===== config.mk =====
export PLATFORM = sky130hd
export DESIGN_NAME = lc3b_core
export DESIGN_NICKNAME = d
export VERILOG_FILES = /design/src/lc3b_pkg.sv /design/src/lc3b_decode.sv /design/src/lc3b_regfile.sv /design/src/lc3b_fetch.sv /design/src/lc3b_hazard.sv /design/src/lc3b_execute.sv /design/src/lc3b_memstage.sv /design/src/lc3b_core.sv
export VERILOG_INCLUDE_DIRS = /design/src
export SDC_FILE = /design/constraint.sdc
export NUM_CORES = 1
export LEC_CHECK = 0
export ABC_CLOCK_PERIOD_IN_PS = 6900
export BUFFER_PORTS_ARGS = -buffer_cell sky130_fd_sc_hd__buf_2
export CAP_MARGIN = 15
export CORE_MARGIN = 2
export CORE_UTILIZATION = 45
export CTS_CLUSTER_SIZE = 20
export DETAILED_ROUTE_END_ITERATION = 16
export GPL_TIMING_DRIVEN = 0
export PLACE_DENSITY_LB_ADDON = 0.2
export SLEW_MARGIN = 20
export SYNTH_ARGS = -nofsm -noshare
export SYNTH_HDL_FRONTEND = slang
export SYNTH_SLANG_ARGS = --single-unit

===== constraint.sdc =====
create_clock -name clk -period 6.9 [get_ports clk]
set_clock_uncertainty 0.05 [all_clocks]
set_input_delay 1.38 -clock clk [delete_from_list [all_inputs] [get_ports clk]]
set_output_delay 1.38 -clock clk [all_outputs]
set_load 0.01 [all_outputs]

===== src/lc3b_cfg.svh =====
`ifndef LC3B_CFG_SVH
`define LC3B_CFG_SVH

// data and address width
`define LC3B_WORD_W 16

// architectural registers R0..R7
`define LC3B_NUM_REGS 8

// first fetch address out of reset
`define LC3B_RESET_PC 16'h0000

`endif


===== src/lc3b_pkg.sv =====
`include "lc3b_cfg.svh"

package lc3b_pkg;

	typedef logic [`LC3B_WORD_W-1:0] lc3b_word;
	typedef logic [2:0] lc3b_reg;

	// n in bit 2, z in bit 1, p in bit 0
	typedef logic [2:0] lc3b_nzp;

	typedef enum logic [3:0] {
		op_br   = 4'b0000,
		op_add  = 4'b0001,
		op_ldb  = 4'b0010,
		op_stb  = 4'b0011,
		op_jsr  = 4'b0100,
		op_and  = 4'b0101,
		op_ldr  = 4'b0110,
		op_str  = 4'b0111,
		op_rti  = 4'b1000,
		op_not  = 4'b1001,
		op_ldi  = 4'b1010,
		op_sti  = 4'b1011,
		op_jmp  = 4'b1100,
		op_shf  = 4'b1101,
		op_lea  = 4'b1110,
		op_trap = 4'b1111
	} lc3b_opcode;

	typedef enum logic [1:0] {
		alu_add,
		alu_and,
		alu_not,
		alu_pass
	} alu_op;

	typedef enum logic [1:0] {
		fwd_none,
		fwd_mem,
		fwd_wb
	} fwd_sel;

endpackage


===== src/lc3b_decode.sv =====
`timescale 1ns/1ns
`include "lc3b_cfg.svh"

module lc3b_decode (
	input  lc3b_pkg::lc3b_word   id_instr,
	output lc3b_pkg::lc3b_opcode opcode,
	output lc3b_pkg::alu_op      alu_sel,
	output logic                 use_imm,
	output lc3b_pkg::lc3b_word   imm_value,
	output lc3b_pkg::lc3b_word   offset9_value,
	output lc3b_pkg::lc3b_reg    sr1,
	output lc3b_pkg::lc3b_reg    sr2,
	output lc3b_pkg::lc3b_reg    dest,
	output logic                 reads_sr1,
	output logic                 reads_sr2,
	output logic                 reg_write,
	output logic                 mem_rd,
	output logic                 mem_wr,
	output logic                 is_br,
	output logic                 is_jmp,
	output logic                 sets_cc,
	output lc3b_pkg::lc3b_nzp    nzp_mask
);
	import lc3b_pkg::*;

	lc3b_word imm5_sext;
	lc3b_word off6_scaled;

	assign opcode = lc3b_opcode'(id_instr[15:12]);
	assign sr1 = id_instr[8:6];
	assign dest = id_instr[11:9];
	assign nzp_mask = id_instr[11:9];

	assign imm5_sext = {{(`LC3B_WORD_W-5){id_instr[4]}}, id_instr[4:0]};
	// word offsets become byte offsets
	assign off6_scaled = {{(`LC3B_WORD_W-7){id_instr[5]}}, id_instr[5:0], 1'b0};
	assign offset9_value = {{(`LC3B_WORD_W-10){id_instr[8]}}, id_instr[8:0], 1'b0};

	always_comb begin
		alu_sel = alu_pass;
		use_imm = 1'b0;
		imm_value = imm5_sext;
		sr2 = id_instr[2:0];
		reads_sr1 = 1'b0;
		reads_sr2 = 1'b0;
		reg_write = 1'b0;
		mem_rd = 1'b0;
		mem_wr = 1'b0;
		is_br = 1'b0;
		is_jmp = 1'b0;
		sets_cc = 1'b0;
		case (opcode)
			op_add, op_and: begin
				alu_sel = (opcode == op_add) ? alu_add : alu_and;
				use_imm = id_instr[5];
				reads_sr1 = 1'b1;
				reads_sr2 = !id_instr[5];
				reg_write = 1'b1;
				sets_cc = 1'b1;
			end
			op_not: begin
				alu_sel = alu_not;
				reads_sr1 = 1'b1;
				reg_write = 1'b1;
				sets_cc = 1'b1;
			end
			op_lea: begin
				reg_write = 1'b1;
				sets_cc = 1'b1;
			end
			op_ldr: begin
				alu_sel = alu_add;
				use_imm = 1'b1;
				imm_value = off6_scaled;
				reads_sr1 = 1'b1;
				reg_write = 1'b1;
				mem_rd = 1'b1;
				sets_cc = 1'b1;
			end
			op_str: begin
				alu_sel = alu_add;
				use_imm = 1'b1;
				imm_value = off6_scaled;
				// store source rides on the second read port
				sr2 = id_instr[11:9];
				reads_sr1 = 1'b1;
				reads_sr2 = 1'b1;
				mem_wr = 1'b1;
			end
			op_br: is_br = 1'b1;
			op_jmp: begin
				reads_sr1 = 1'b1;
				is_jmp = 1'b1;
			end
			default: ;
		endcase
	end

endmodule


===== src/lc3b_regfile.sv =====
`timescale 1ns/1ns
`include "lc3b_cfg.svh"

module lc3b_regfile (
	input  logic               clk,
	input  logic               rst,
	input  logic               wr_en,
	input  lc3b_pkg::lc3b_reg  wr_reg,
	input  lc3b_pkg::lc3b_word wr_data,
	input  lc3b_pkg::lc3b_reg  rd_reg_a,
	input  lc3b_pkg::lc3b_reg  rd_reg_b,
	output lc3b_pkg::lc3b_word rd_data_a,
	output lc3b_pkg::lc3b_word rd_data_b
);
	import lc3b_pkg::*;

	lc3b_word regs [`LC3B_NUM_REGS];

	always_ff @(posedge clk) begin
		if (rst) begin
			for (int i = 0; i < `LC3B_NUM_REGS; i++)
				regs[i] <= '0;
		end else if (wr_en) begin
			regs[wr_reg] <= wr_data;
		end
	end

	// writeback in the same cycle wins over the stored value
	assign rd_data_a = (wr_en && wr_reg == rd_reg_a) ? wr_data : regs[rd_reg_a];
	assign rd_data_b = (wr_en && wr_reg == rd_reg_b) ? wr_data : regs[rd_reg_b];

endmodule


===== src/lc3b_fetch.sv =====
`timescale 1ns/1ns
`include "lc3b_cfg.svh"

module lc3b_fetch (
	input  logic               clk,
	input  logic               rst,
	input  logic               stall,
	input  logic               flush,
	input  logic               redirect,
	input  lc3b_pkg::lc3b_word redirect_pc,
	output lc3b_pkg::lc3b_word ifetch_address,
	input  lc3b_pkg::lc3b_word ifetch_rdata,
	output lc3b_pkg::lc3b_word id_instr,
	output lc3b_pkg::lc3b_word id_pc,
	output logic               id_valid
);
	import lc3b_pkg::*;

	lc3b_word pc;
	lc3b_word pc_plus2;
	lc3b_word pc_next;

	assign pc_plus2 = pc + `LC3B_WORD_W'(2);
	// predict not taken, the memory stage corrects
	assign pc_next = redirect ? redirect_pc : pc_plus2;
	assign ifetch_address = pc;

	always_ff @(posedge clk) begin
		if (rst) begin
			pc <= `LC3B_RESET_PC;
			id_valid <= 1'b0;
		end else if (!stall) begin
			pc <= pc_next;
			id_valid <= !flush;
		end
	end

	// IF/ID payload
	always_ff @(posedge clk) begin
		if (!stall) begin
			id_instr <= ifetch_rdata;
			id_pc <= pc_plus2;
		end
	end

endmodule


===== src/lc3b_hazard.sv =====
`timescale 1ns/1ns

module lc3b_hazard (
	input  lc3b_pkg::lc3b_reg ex_sr1,
	input  lc3b_pkg::lc3b_reg ex_sr2,
	input  logic              ex_reads_sr1,
	input  logic              ex_reads_sr2,
	input  lc3b_pkg::lc3b_reg mem_dest,
	input  logic              mem_reg_write,
	input  logic              mem_valid,
	input  lc3b_pkg::lc3b_reg wb_dest,
	input  logic              wb_reg_write,
	input  logic              ex_mem_rd,
	input  lc3b_pkg::lc3b_reg ex_dest,
	input  logic              ex_valid,
	input  lc3b_pkg::lc3b_reg id_sr1,
	input  lc3b_pkg::lc3b_reg id_sr2,
	input  logic              id_reads_sr1,
	input  logic              id_reads_sr2,
	input  logic              id_valid,
	input  logic              redirect,
	output lc3b_pkg::fwd_sel  fwd_a,
	output lc3b_pkg::fwd_sel  fwd_b,
	output logic              load_stall,
	output logic              flush
);
	import lc3b_pkg::*;

	logic id_uses_load;

	// youngest producer first
	function automatic fwd_sel select_source(input logic mem_hit, input logic wb_hit);
		fwd_sel sel;
		sel = fwd_none;
		if (mem_hit)
			sel = fwd_mem;
		else if (wb_hit)
			sel = fwd_wb;
		return sel;
	endfunction

	assign fwd_a = select_source(
		ex_reads_sr1 && mem_valid && mem_reg_write && mem_dest == ex_sr1,
		ex_reads_sr1 && wb_reg_write && wb_dest == ex_sr1);
	assign fwd_b = select_source(
		ex_reads_sr2 && mem_valid && mem_reg_write && mem_dest == ex_sr2,
		ex_reads_sr2 && wb_reg_write && wb_dest == ex_sr2);

	assign id_uses_load = (id_reads_sr1 && id_sr1 == ex_dest) ||
		(id_reads_sr2 && id_sr2 == ex_dest);

	// a redirect discards the consumer anyway
	assign load_stall = ex_valid && ex_mem_rd && id_valid && id_uses_load && !redirect;
	assign flush = redirect;

endmodule


===== src/lc3b_execute.sv =====
`timescale 1ns/1ns

module lc3b_execute (
	input  logic                 clk,
	input  logic                 rst,
	input  logic                 stall,
	input  logic                 mem_wait,
	input  logic                 load_stall,
	input  logic                 flush,
	input  lc3b_pkg::lc3b_opcode id_opcode,
	input  lc3b_pkg::alu_op      id_alu_sel,
	input  logic                 id_use_imm,
	input  lc3b_pkg::lc3b_word   id_imm_value,
	input  lc3b_pkg::lc3b_word   id_offset9_value,
	input  lc3b_pkg::lc3b_reg    id_sr1,
	input  lc3b_pkg::lc3b_reg    id_sr2,
	input  lc3b_pkg::lc3b_reg    id_dest,
	input  logic                 id_reads_sr1,
	input  logic                 id_reads_sr2,
	input  logic                 id_reg_write,
	input  logic                 id_mem_rd,
	input  logic                 id_mem_wr,
	input  logic                 id_is_br,
	input  logic                 id_is_jmp,
	input  logic                 id_sets_cc,
	input  lc3b_pkg::lc3b_nzp    id_nzp_mask,
	input  lc3b_pkg::lc3b_word   id_pc,
	input  logic                 id_valid,
	input  lc3b_pkg::lc3b_word   rd_data_a,
	input  lc3b_pkg::lc3b_word   rd_data_b,
	input  lc3b_pkg::fwd_sel     fwd_a,
	input  lc3b_pkg::fwd_sel     fwd_b,
	input  lc3b_pkg::lc3b_word   mem_fwd_value,
	input  lc3b_pkg::lc3b_word   wb_fwd_value,
	output lc3b_pkg::lc3b_reg    ex_sr1,
	output lc3b_pkg::lc3b_reg    ex_sr2,
	output logic                 ex_reads_sr1,
	output logic                 ex_reads_sr2,
	output logic                 ex_mem_rd,
	output lc3b_pkg::lc3b_reg    ex_dest,
	output logic                 ex_valid,
	output logic                 mem_stage_valid,
	output lc3b_pkg::lc3b_word   mem_result,
	output lc3b_pkg::lc3b_word   mem_store_data,
	output lc3b_pkg::lc3b_word   mem_target,
	output lc3b_pkg::lc3b_reg    mem_dest,
	output logic                 mem_reg_write,
	output logic                 mem_rd,
	output logic                 mem_wr,
	output logic                 mem_is_br,
	output logic                 mem_is_jmp,
	output logic                 mem_sets_cc,
	output lc3b_pkg::lc3b_nzp    mem_nzp_mask
);
	import lc3b_pkg::*;

	lc3b_opcode ex_opcode;
	alu_op ex_alu_sel;
	logic ex_use_imm;
	lc3b_word ex_imm;
	lc3b_word ex_off9;
	logic ex_reg_write;
	logic ex_mem_wr;
	logic ex_is_br;
	logic ex_is_jmp;
	logic ex_sets_cc;
	lc3b_nzp ex_nzp_mask;
	lc3b_word ex_pc;
	lc3b_word ex_a;
	lc3b_word ex_b;
	lc3b_word op_a;
	lc3b_word op_b;
	lc3b_word alu_b;
	lc3b_word alu_out;
	lc3b_word pc_target;

	function automatic lc3b_word pick_operand(input fwd_sel sel, input lc3b_word reg_value,
		input lc3b_word mem_value, input lc3b_word wb_value);
		lc3b_word value;
		case (sel)
			fwd_mem: value = mem_value;
			fwd_wb:  value = wb_value;
			default: value = reg_value;
		endcase
		return value;
	endfunction

	// a load-use stall or a flush leaves a bubble in ID/EX
	always_ff @(posedge clk) begin
		if (rst)
			ex_valid <= 1'b0;
		else if (!mem_wait)
			ex_valid <= id_valid && !load_stall && !flush;
	end

	always_ff @(posedge clk) begin
		if (!stall) begin
			ex_opcode <= id_opcode;
			ex_alu_sel <= id_alu_sel;
			ex_use_imm <= id_use_imm;
			ex_imm <= id_imm_value;
			ex_off9 <= id_offset9_value;
			ex_sr1 <= id_sr1;
			ex_sr2 <= id_sr2;
			ex_dest <= id_dest;
			ex_reads_sr1 <= id_reads_sr1;
			ex_reads_sr2 <= id_reads_sr2;
			ex_reg_write <= id_reg_write;
			ex_mem_rd <= id_mem_rd;
			ex_mem_wr <= id_mem_wr;
			ex_is_br <= id_is_br;
			ex_is_jmp <= id_is_jmp;
			ex_sets_cc <= id_sets_cc;
			ex_nzp_mask <= id_nzp_mask;
			ex_pc <= id_pc;
			ex_a <= rd_data_a;
			ex_b <= rd_data_b;
		end
	end

	assign op_a = pick_operand(fwd_a, ex_a, mem_fwd_value, wb_fwd_value);
	assign op_b = pick_operand(fwd_b, ex_b, mem_fwd_value, wb_fwd_value);
	assign alu_b = ex_use_imm ? ex_imm : op_b;

	always_comb begin
		case (ex_alu_sel)
			alu_add: alu_out = op_a + alu_b;
			alu_and: alu_out = op_a & alu_b;
			alu_not: alu_out = ~op_a;
			default: alu_out = op_a;
		endcase
	end

	// ex_pc already holds pc+2
	assign pc_target = ex_pc + ex_off9;

	// EX/MEM
	always_ff @(posedge clk) begin
		if (rst)
			mem_stage_valid <= 1'b0;
		else if (!mem_wait)
			mem_stage_valid <= ex_valid && !flush;
	end

	always_ff @(posedge clk) begin
		if (!mem_wait) begin
			mem_result <= (ex_opcode == op_lea) ? pc_target : alu_out;
			mem_store_data <= op_b;
			mem_target <= ex_is_jmp ? op_a : pc_target;
			mem_dest <= ex_dest;
			mem_reg_write <= ex_reg_write;
			mem_rd <= ex_mem_rd;
			mem_wr <= ex_mem_wr;
			mem_is_br <= ex_is_br;
			mem_is_jmp <= ex_is_jmp;
			mem_sets_cc <= ex_sets_cc;
			mem_nzp_mask <= ex_nzp_mask;
		end
	end

endmodule


===== src/lc3b_memstage.sv =====
`timescale 1ns/1ns

module lc3b_memstage (
	input  logic               clk,
	input  logic               rst,
	input  logic               mem_stage_valid,
	input  lc3b_pkg::lc3b_word mem_result,
	input  lc3b_pkg::lc3b_word mem_store_data,
	input  lc3b_pkg::lc3b_word mem_target,
	input  lc3b_pkg::lc3b_reg  mem_dest,
	input  logic               mem_reg_write,
	input  logic               mem_rd,
	input  logic               mem_wr,
	input  logic               mem_is_br,
	input  logic               mem_is_jmp,
	input  logic               mem_sets_cc,
	input  lc3b_pkg::lc3b_nzp  mem_nzp_mask,
	input  lc3b_pkg::lc3b_word mem_rdata,
	input  logic               mem_resp,
	output logic               mem_read,
	output logic               mem_write,
	output lc3b_pkg::lc3b_word mem_address,
	output lc3b_pkg::lc3b_word mem_wdata,
	output logic               mem_wait,
	output logic               redirect,
	output lc3b_pkg::lc3b_word redirect_pc,
	output lc3b_pkg::lc3b_word mem_fwd_value,
	output lc3b_pkg::lc3b_reg  wb_dest,
	output logic               wb_reg_write,
	output lc3b_pkg::lc3b_word wb_data
);
	import lc3b_pkg::*;

	lc3b_nzp cc;
	lc3b_nzp cc_next;
	logic br_taken;

	// EX/MEM holds while waiting, so these stay stable until mem_resp
	assign mem_read = mem_stage_valid && mem_rd;
	assign mem_write = mem_stage_valid && mem_wr;
	assign mem_address = mem_result;
	assign mem_wdata = mem_store_data;
	assign mem_wait = (mem_read || mem_write) && !mem_resp;

	assign mem_fwd_value = mem_rd ? mem_rdata : mem_result;

	assign cc_next[2] = mem_fwd_value[$bits(lc3b_word)-1];
	assign cc_next[1] = (mem_fwd_value == '0);
	assign cc_next[0] = !cc_next[2] && !cc_next[1];

	always_ff @(posedge clk) begin
		if (rst)
			cc <= 3'b010;
		else if (mem_stage_valid && mem_sets_cc && !mem_wait)
			cc <= cc_next;
	end

	assign br_taken = mem_is_br && |(mem_nzp_mask & cc);
	assign redirect = mem_stage_valid && (br_taken || mem_is_jmp);
	assign redirect_pc = mem_target;

	// MEM/WB
	always_ff @(posedge clk) begin
		if (rst)
			wb_reg_write <= 1'b0;
		else if (!mem_wait)
			wb_reg_write <= mem_stage_valid && mem_reg_write;
	end

	always_ff @(posedge clk) begin
		if (!mem_wait) begin
			wb_dest <= mem_dest;
			wb_data <= mem_fwd_value;
		end
	end

endmodule


===== src/lc3b_core.sv =====
`timescale 1ns/1ns

module lc3b_core (
	input  logic               clk,
	input  logic               rst,
	output lc3b_pkg::lc3b_word ifetch_address,
	input  lc3b_pkg::lc3b_word ifetch_rdata,
	output logic               mem_read,
	output logic               mem_write,
	output lc3b_pkg::lc3b_word mem_address,
	output lc3b_pkg::lc3b_word mem_wdata,
	input  lc3b_pkg::lc3b_word mem_rdata,
	input  logic               mem_resp
);
	import lc3b_pkg::*;

	logic stall;
	logic flush;
	logic load_stall;
	logic mem_wait;
	logic redirect;
	lc3b_word redirect_pc;

	lc3b_word id_instr;
	lc3b_word id_pc;
	logic id_valid;
	lc3b_opcode id_opcode;
	alu_op id_alu_sel;
	logic id_use_imm;
	lc3b_word id_imm_value;
	lc3b_word id_offset9_value;
	lc3b_reg id_sr1;
	lc3b_reg id_sr2;
	lc3b_reg id_dest;
	logic id_reads_sr1;
	logic id_reads_sr2;
	logic id_reg_write;
	logic id_mem_rd;
	logic id_mem_wr;
	logic id_is_br;
	logic id_is_jmp;
	logic id_sets_cc;
	lc3b_nzp id_nzp_mask;
	lc3b_word rd_data_a;
	lc3b_word rd_data_b;

	lc3b_reg ex_sr1;
	lc3b_reg ex_sr2;
	logic ex_reads_sr1;
	logic ex_reads_sr2;
	logic ex_mem_rd;
	lc3b_reg ex_dest;
	logic ex_valid;
	fwd_sel fwd_a;
	fwd_sel fwd_b;

	logic mem_stage_valid;
	lc3b_word mem_result;
	lc3b_word mem_store_data;
	lc3b_word mem_target;
	lc3b_reg mem_dest;
	logic mem_reg_write;
	logic mem_rd;
	logic mem_wr;
	logic mem_is_br;
	logic mem_is_jmp;
	logic mem_sets_cc;
	lc3b_nzp mem_nzp_mask;
	lc3b_word mem_fwd_value;

	lc3b_reg wb_dest;
	logic wb_reg_write;
	lc3b_word wb_data;

	// front end holds on a data wait or a load-use hazard
	assign stall = mem_wait || load_stall;

	lc3b_fetch fetch_i (
		.clk,
		.rst,
		.stall,
		.flush,
		.redirect,
		.redirect_pc,
		.ifetch_address,
		.ifetch_rdata,
		.id_instr,
		.id_pc,
		.id_valid
	);

	lc3b_decode decode_i (
		.id_instr,
		.opcode(id_opcode),
		.alu_sel(id_alu_sel),
		.use_imm(id_use_imm),
		.imm_value(id_imm_value),
		.offset9_value(id_offset9_value),
		.sr1(id_sr1),
		.sr2(id_sr2),
		.dest(id_dest),
		.reads_sr1(id_reads_sr1),
		.reads_sr2(id_reads_sr2),
		.reg_write(id_reg_write),
		.mem_rd(id_mem_rd),
		.mem_wr(id_mem_wr),
		.is_br(id_is_br),
		.is_jmp(id_is_jmp),
		.sets_cc(id_sets_cc),
		.nzp_mask(id_nzp_mask)
	);

	lc3b_regfile regfile_i (
		.clk,
		.rst,
		.wr_en(wb_reg_write),
		.wr_reg(wb_dest),
		.wr_data(wb_data),
		.rd_reg_a(id_sr1),
		.rd_reg_b(id_sr2),
		.rd_data_a,
		.rd_data_b
	);

	lc3b_hazard hazard_i (
		.ex_sr1,
		.ex_sr2,
		.ex_reads_sr1,
		.ex_reads_sr2,
		.mem_dest,
		.mem_reg_write,
		.mem_valid(mem_stage_valid),
		.wb_dest,
		.wb_reg_write,
		.ex_mem_rd,
		.ex_dest,
		.ex_valid,
		.id_sr1,
		.id_sr2,
		.id_reads_sr1,
		.id_reads_sr2,
		.id_valid,
		.redirect,
		.fwd_a,
		.fwd_b,
		.load_stall,
		.flush
	);

	lc3b_execute execute_i (
		.clk,
		.rst,
		.stall,
		.mem_wait,
		.load_stall,
		.flush,
		.id_opcode,
		.id_alu_sel,
		.id_use_imm,
		.id_imm_value,
		.id_offset9_value,
		.id_sr1,
		.id_sr2,
		.id_dest,
		.id_reads_sr1,
		.id_reads_sr2,
		.id_reg_write,
		.id_mem_rd,
		.id_mem_wr,
		.id_is_br,
		.id_is_jmp,
		.id_sets_cc,
		.id_nzp_mask,
		.id_pc,
		.id_valid,
		.rd_data_a,
		.rd_data_b,
		.fwd_a,
		.fwd_b,
		.mem_fwd_value,
		.wb_fwd_value(wb_data),
		.ex_sr1,
		.ex_sr2,
		.ex_reads_sr1,
		.ex_reads_sr2,
		.ex_mem_rd,
		.ex_dest,
		.ex_valid,
		.mem_stage_valid,
		.mem_result,
		.mem_store_data,
		.mem_target,
		.mem_dest,
		.mem_reg_write,
		.mem_rd,
		.mem_wr,
		.mem_is_br,
		.mem_is_jmp,
		.mem_sets_cc,
		.mem_nzp_mask
	);

	lc3b_memstage memstage_i (
		.clk,
		.rst,
		.mem_stage_valid,
		.mem_result,
		.mem_store_data,
		.mem_target,
		.mem_dest,
		.mem_reg_write,
		.mem_rd,
		.mem_wr,
		.mem_is_br,
		.mem_is_jmp,
		.mem_sets_cc,
		.mem_nzp_mask,
		.mem_rdata,
		.mem_resp,
		.mem_read,
		.mem_write,
		.mem_address,
		.mem_wdata,
		.mem_wait,
		.redirect,
		.redirect_pc,
		.mem_fwd_value,
		.wb_dest,
		.wb_reg_write,
		.wb_data
	);

endmodule


==> results.toml <==
[finish]
mostFrequentLayoutCells = "318 x edfxtp_1, 236 x nand2_1, 142 x and2_1"
final_common_cell = "edfxtp_1"
n_fill_cell = 3400
antenna_cells = 0
nNetsFinal = 1759
area_delta_synth_final_pct = 13.5
drive_gt1_frac = 0.162
ff_latch_area_sq_mm = 0.0101
multiInputGateArea_sq_mm = 0.00757
finalInstanceArea_sq_mm = 0.0206

[placement]
dp_slack_ns = 1.86
post_dp_cell_area_sq_mm = 0.0194
dp_hpwl_microns = 37100
globalplace.congestion = 0.911
port_buffers = 84

[clocking]
root_buffer = "clkbuf_16"
cts.path.max_buffers = 3
cts-resized-gates = 0
clkTransAtPathRegs_ns = 0.05
insertion_delay_ns = 0.55
cts_htree_levels = 2
cts_made_buffers = 38
cts_sinks = 344
cts_hold_buffers = 0
cts_setup_buffers = 0
tritoncts = "yes"

[pwr]
seqPwrFrac = 0.476
ir_worst_vdd_mv = 0.149
internal-power_w = 0.00397
power.density_mw_per_mm2 = 265
leakage_nw = 7.78
switching_share = 0.272
p_switching_w = 0.00148
p_comb_frac = 0.162
pwr-share-clk = 0.362

[grt]
grt_remaining_overflow = 0
grt_pass1_wl_microns = 72000
grt_usage = 0.228
grt_max_degree = 60
antenna_found_initial = 0
first_global_vias = 12421

[worst_setup_path]
worstReg2RegEnd = "execute_i.mem_result[14]"
rr_worst_depth = 13
critPathKind = "reg -> reg"
cp_top_family = "compound AO/OA/AOI/OAI gates"
crit_chain = "xor2_1 > nor4_1 > clkbuf_1 > o21ai_0 > mux2_2 > ha_1 > nor2b_1 > o31ai_1 > a21oi_1 > o311ai_0 > a21oi_1 > o21ai_0 > a22oi_1"
cp.arrival_ns = 5.30
worstPathRequired_ns = 7.10
path_max_fanout = 10
reg2reg_slack_ns = 1.80
cp_slowest_cell = "nor4_1"
startpoint_type = "flop"
worst-path-buf-inv = 1
critPathCaptureType = "flop"
slowest_delay_ns = 0.74
rr_startpoint = "execute_i.mem_dest[2]"

[sta]
fin_crit_sh = 0.739
worst_pin_slew_ns = 1.13
rsz0062_at_grt = "no"
relSlewSlack = 0.241
hold_violations = 0
hold_slack_ns = 0.369
final_max_slew_viol_count = 0
period_needed_ns = 5.10
setup_ws_ns = 1.80
fin_tns_setup_ns = 0
finalSetupViolCount = 0
fmax_ghz = 0.196

[routing]
drtPass1Iterations = 6
dr_total_vias = 12707
drt-initial-drc-count = 1097
ant_nets = 0
routedWlPerCell_microns = 21.3
drc = 0
viasPerCell = 5.66
drt_wl_total_microns = 47800

[synthesis]
ys_types = 77
syn_inst = 1558
syn-num-nets = 1626
synth-seq-cells = 344
syn_area_sq_mm = 0.0181
synthFlopType = "edfxtp_1"
async_flop_share = 0
seq_area_frac_synth = 0.555
yosysWarnings = 0
synth_edf_count = 318
synth_area_per_cell_sq_um = 11.6

[die]
die-area_sq_mm = 0.0419
io_pins = 85
coreArea_sq_mm = 0.0397
initial_core_util = 0.456
die_y_microns = 205
placement_rows = 73
die_x_microns = 205

[worst_hold_path]
hold_class = "reg -> reg"
worstHoldStart = "fetch_i.id_pc[9]"
hold_end = "execute_i.ex_pc[9]"
whs_path_depth = 0

[outcome]
status = "completed"

[job]
max_cap_viol_count = 0
==> per-layer routing <==
metal  global-route usage  vias up  wire length, microns
met2                0.383      506                 23400
met1                0.294     6098                 19700
li1                     -     5999                     -
met4               0.0960        0                  1740
met3               0.0371      104                  3010
met5                    0        -                     0
==> flip-flops by register name, summed over array words and instances (netlist names), 7 cells and up, named ones only <==
register	count
execute_i.ex_imm	7
fetch_i.ifetch_address	16
execute_i.mem_target	16
execute_i.mem_store_data	16
execute_i.ex_b	16
regfile_i.regs	128
execute_i.ex_a	16
execute_i.ex_pc	16
fetch_i.id_instr	16
memstage_i.wb_data	16
execute_i.mem_result	16
fetch_i.id_pc	16
==> power groups by stage <==
stage | logic [W] | registers (W) | clock network, W
after floorplan | 0.000561 | 0.00260 | 0
after global placement | 0.000854 | 0.00264 | 0
after detailed placement | 0.000873 | 0.00263 | 0
after CTS | 0.000877 | 0.00259 | 0.00201
after global routing | 0.000964 | 0.00261 | 0.00208
final | 0.000882 | 0.00259 | 0.00198
==> cell families after synthesis <==
| family | after synthesis | synth area share |
|---|---|---|
| AO/OA/AOI/OAI | 283 | 0.101 |
| multiplexers | 138 | 0.102 |
| XOR/XNOR | 72 | 0.0348 |
| adder cells (fa/ha/maj) | 33 | 0.0236 |
| AND/OR/NAND/NOR | 563 | 0.155 |
| flip-flops | 344 | 0.555 |
| buffers and inverters | 125 | 0.0288 |
==> layout make-up <==
cell class / count / share of cell area
Tap cell: 525 / 0.0319
Buffer: 102 / 0.0214
Inverter: 23 / 0.00444
Timing Repair Buffer: 93 / 0.0270
Sequential cell: 344 / 0.489
Clock inverter: 16 / 0.00827
Clock buffer: 52 / 0.0498
Multi-Input combinational cell: 1089 / 0.368
==> worst reg2reg max path: stages, from the launching register on <==
cell	delay, ns
edfxtp_1	0.49
xor2_1	0.19
nor4_1	0.74
clkbuf_1	0.45
o21ai_0	0.35
mux2_2	0.36
ha_1	0.32
nor2b_1	0.17
o31ai_1	0.54
a21oi_1	0.28
o311ai_0	0.48
a21oi_1	0.11
o21ai_0	0.19
a22oi_1	0.09
==> through the flow <==
step,total power (W),utilization,instances
after global placement,0.00349,0.483,2167
final,0.00545,0.518,2244
after CTS,0.00548,0.518,2244
after global routing,0.00566,0.518,2244
after floorplan,0.00316,-,1558
after detailed placement,0.00351,0.488,2176
==> synth_stat cells (all sizes together) (6+ instances only) <==
cell | count | area [sq um]
a21oi | 75 | 375
nand2b | 7 | 43.8
a31oi | 21 | 131
mux4 | 32 | 721
xnor2 | 47 | 412
nand2 | 236 | 886
o21ai | 90 | 503
nor4 | 9 | 71.3
nor2 | 63 | 236
o21a | 12 | 90.1
a311oi | 17 | 149
nand4 | 13 | 81.3
mux2i | 61 | 627
clkbuf | 70 | 264
and2 | 142 | 888
a21o | 10 | 75.1
buf | 32 | 173
nand3 | 18 | 90.1
inv | 22 | 82.6
a221oi | 9 | 91.3
nor3 | 10 | 55.1
a32o | 6 | 60.1
and3 | 35 | 219
mux2 | 45 | 507
nor2b | 7 | 43.8
xor2 | 25 | 219
ha | 31 | 388
o31ai | 6 | 45.0
dfxtp | 26 | 521
edfxtp | 318 | 9550
==> worst max path at each step <==
stage,startpoint,to,depth (start not counted)
finish,execute_i.mem_dest[2],execute_i.mem_result[14],13
CTS,execute_i.mem_dest[2],execute_i.mem_result[14],13
global route,execute_i.ex_sr1[2],execute_i.mem_result[14],14
detailed placement,mem_rdata[0],execute_i.mem_result[14],15
floorplan,mem_resp,fetch_i.ifetch_address[10],5
global placement,mem_resp,fetch_i.ifetch_address[12],6
Power figures use the tool's default switching activity.
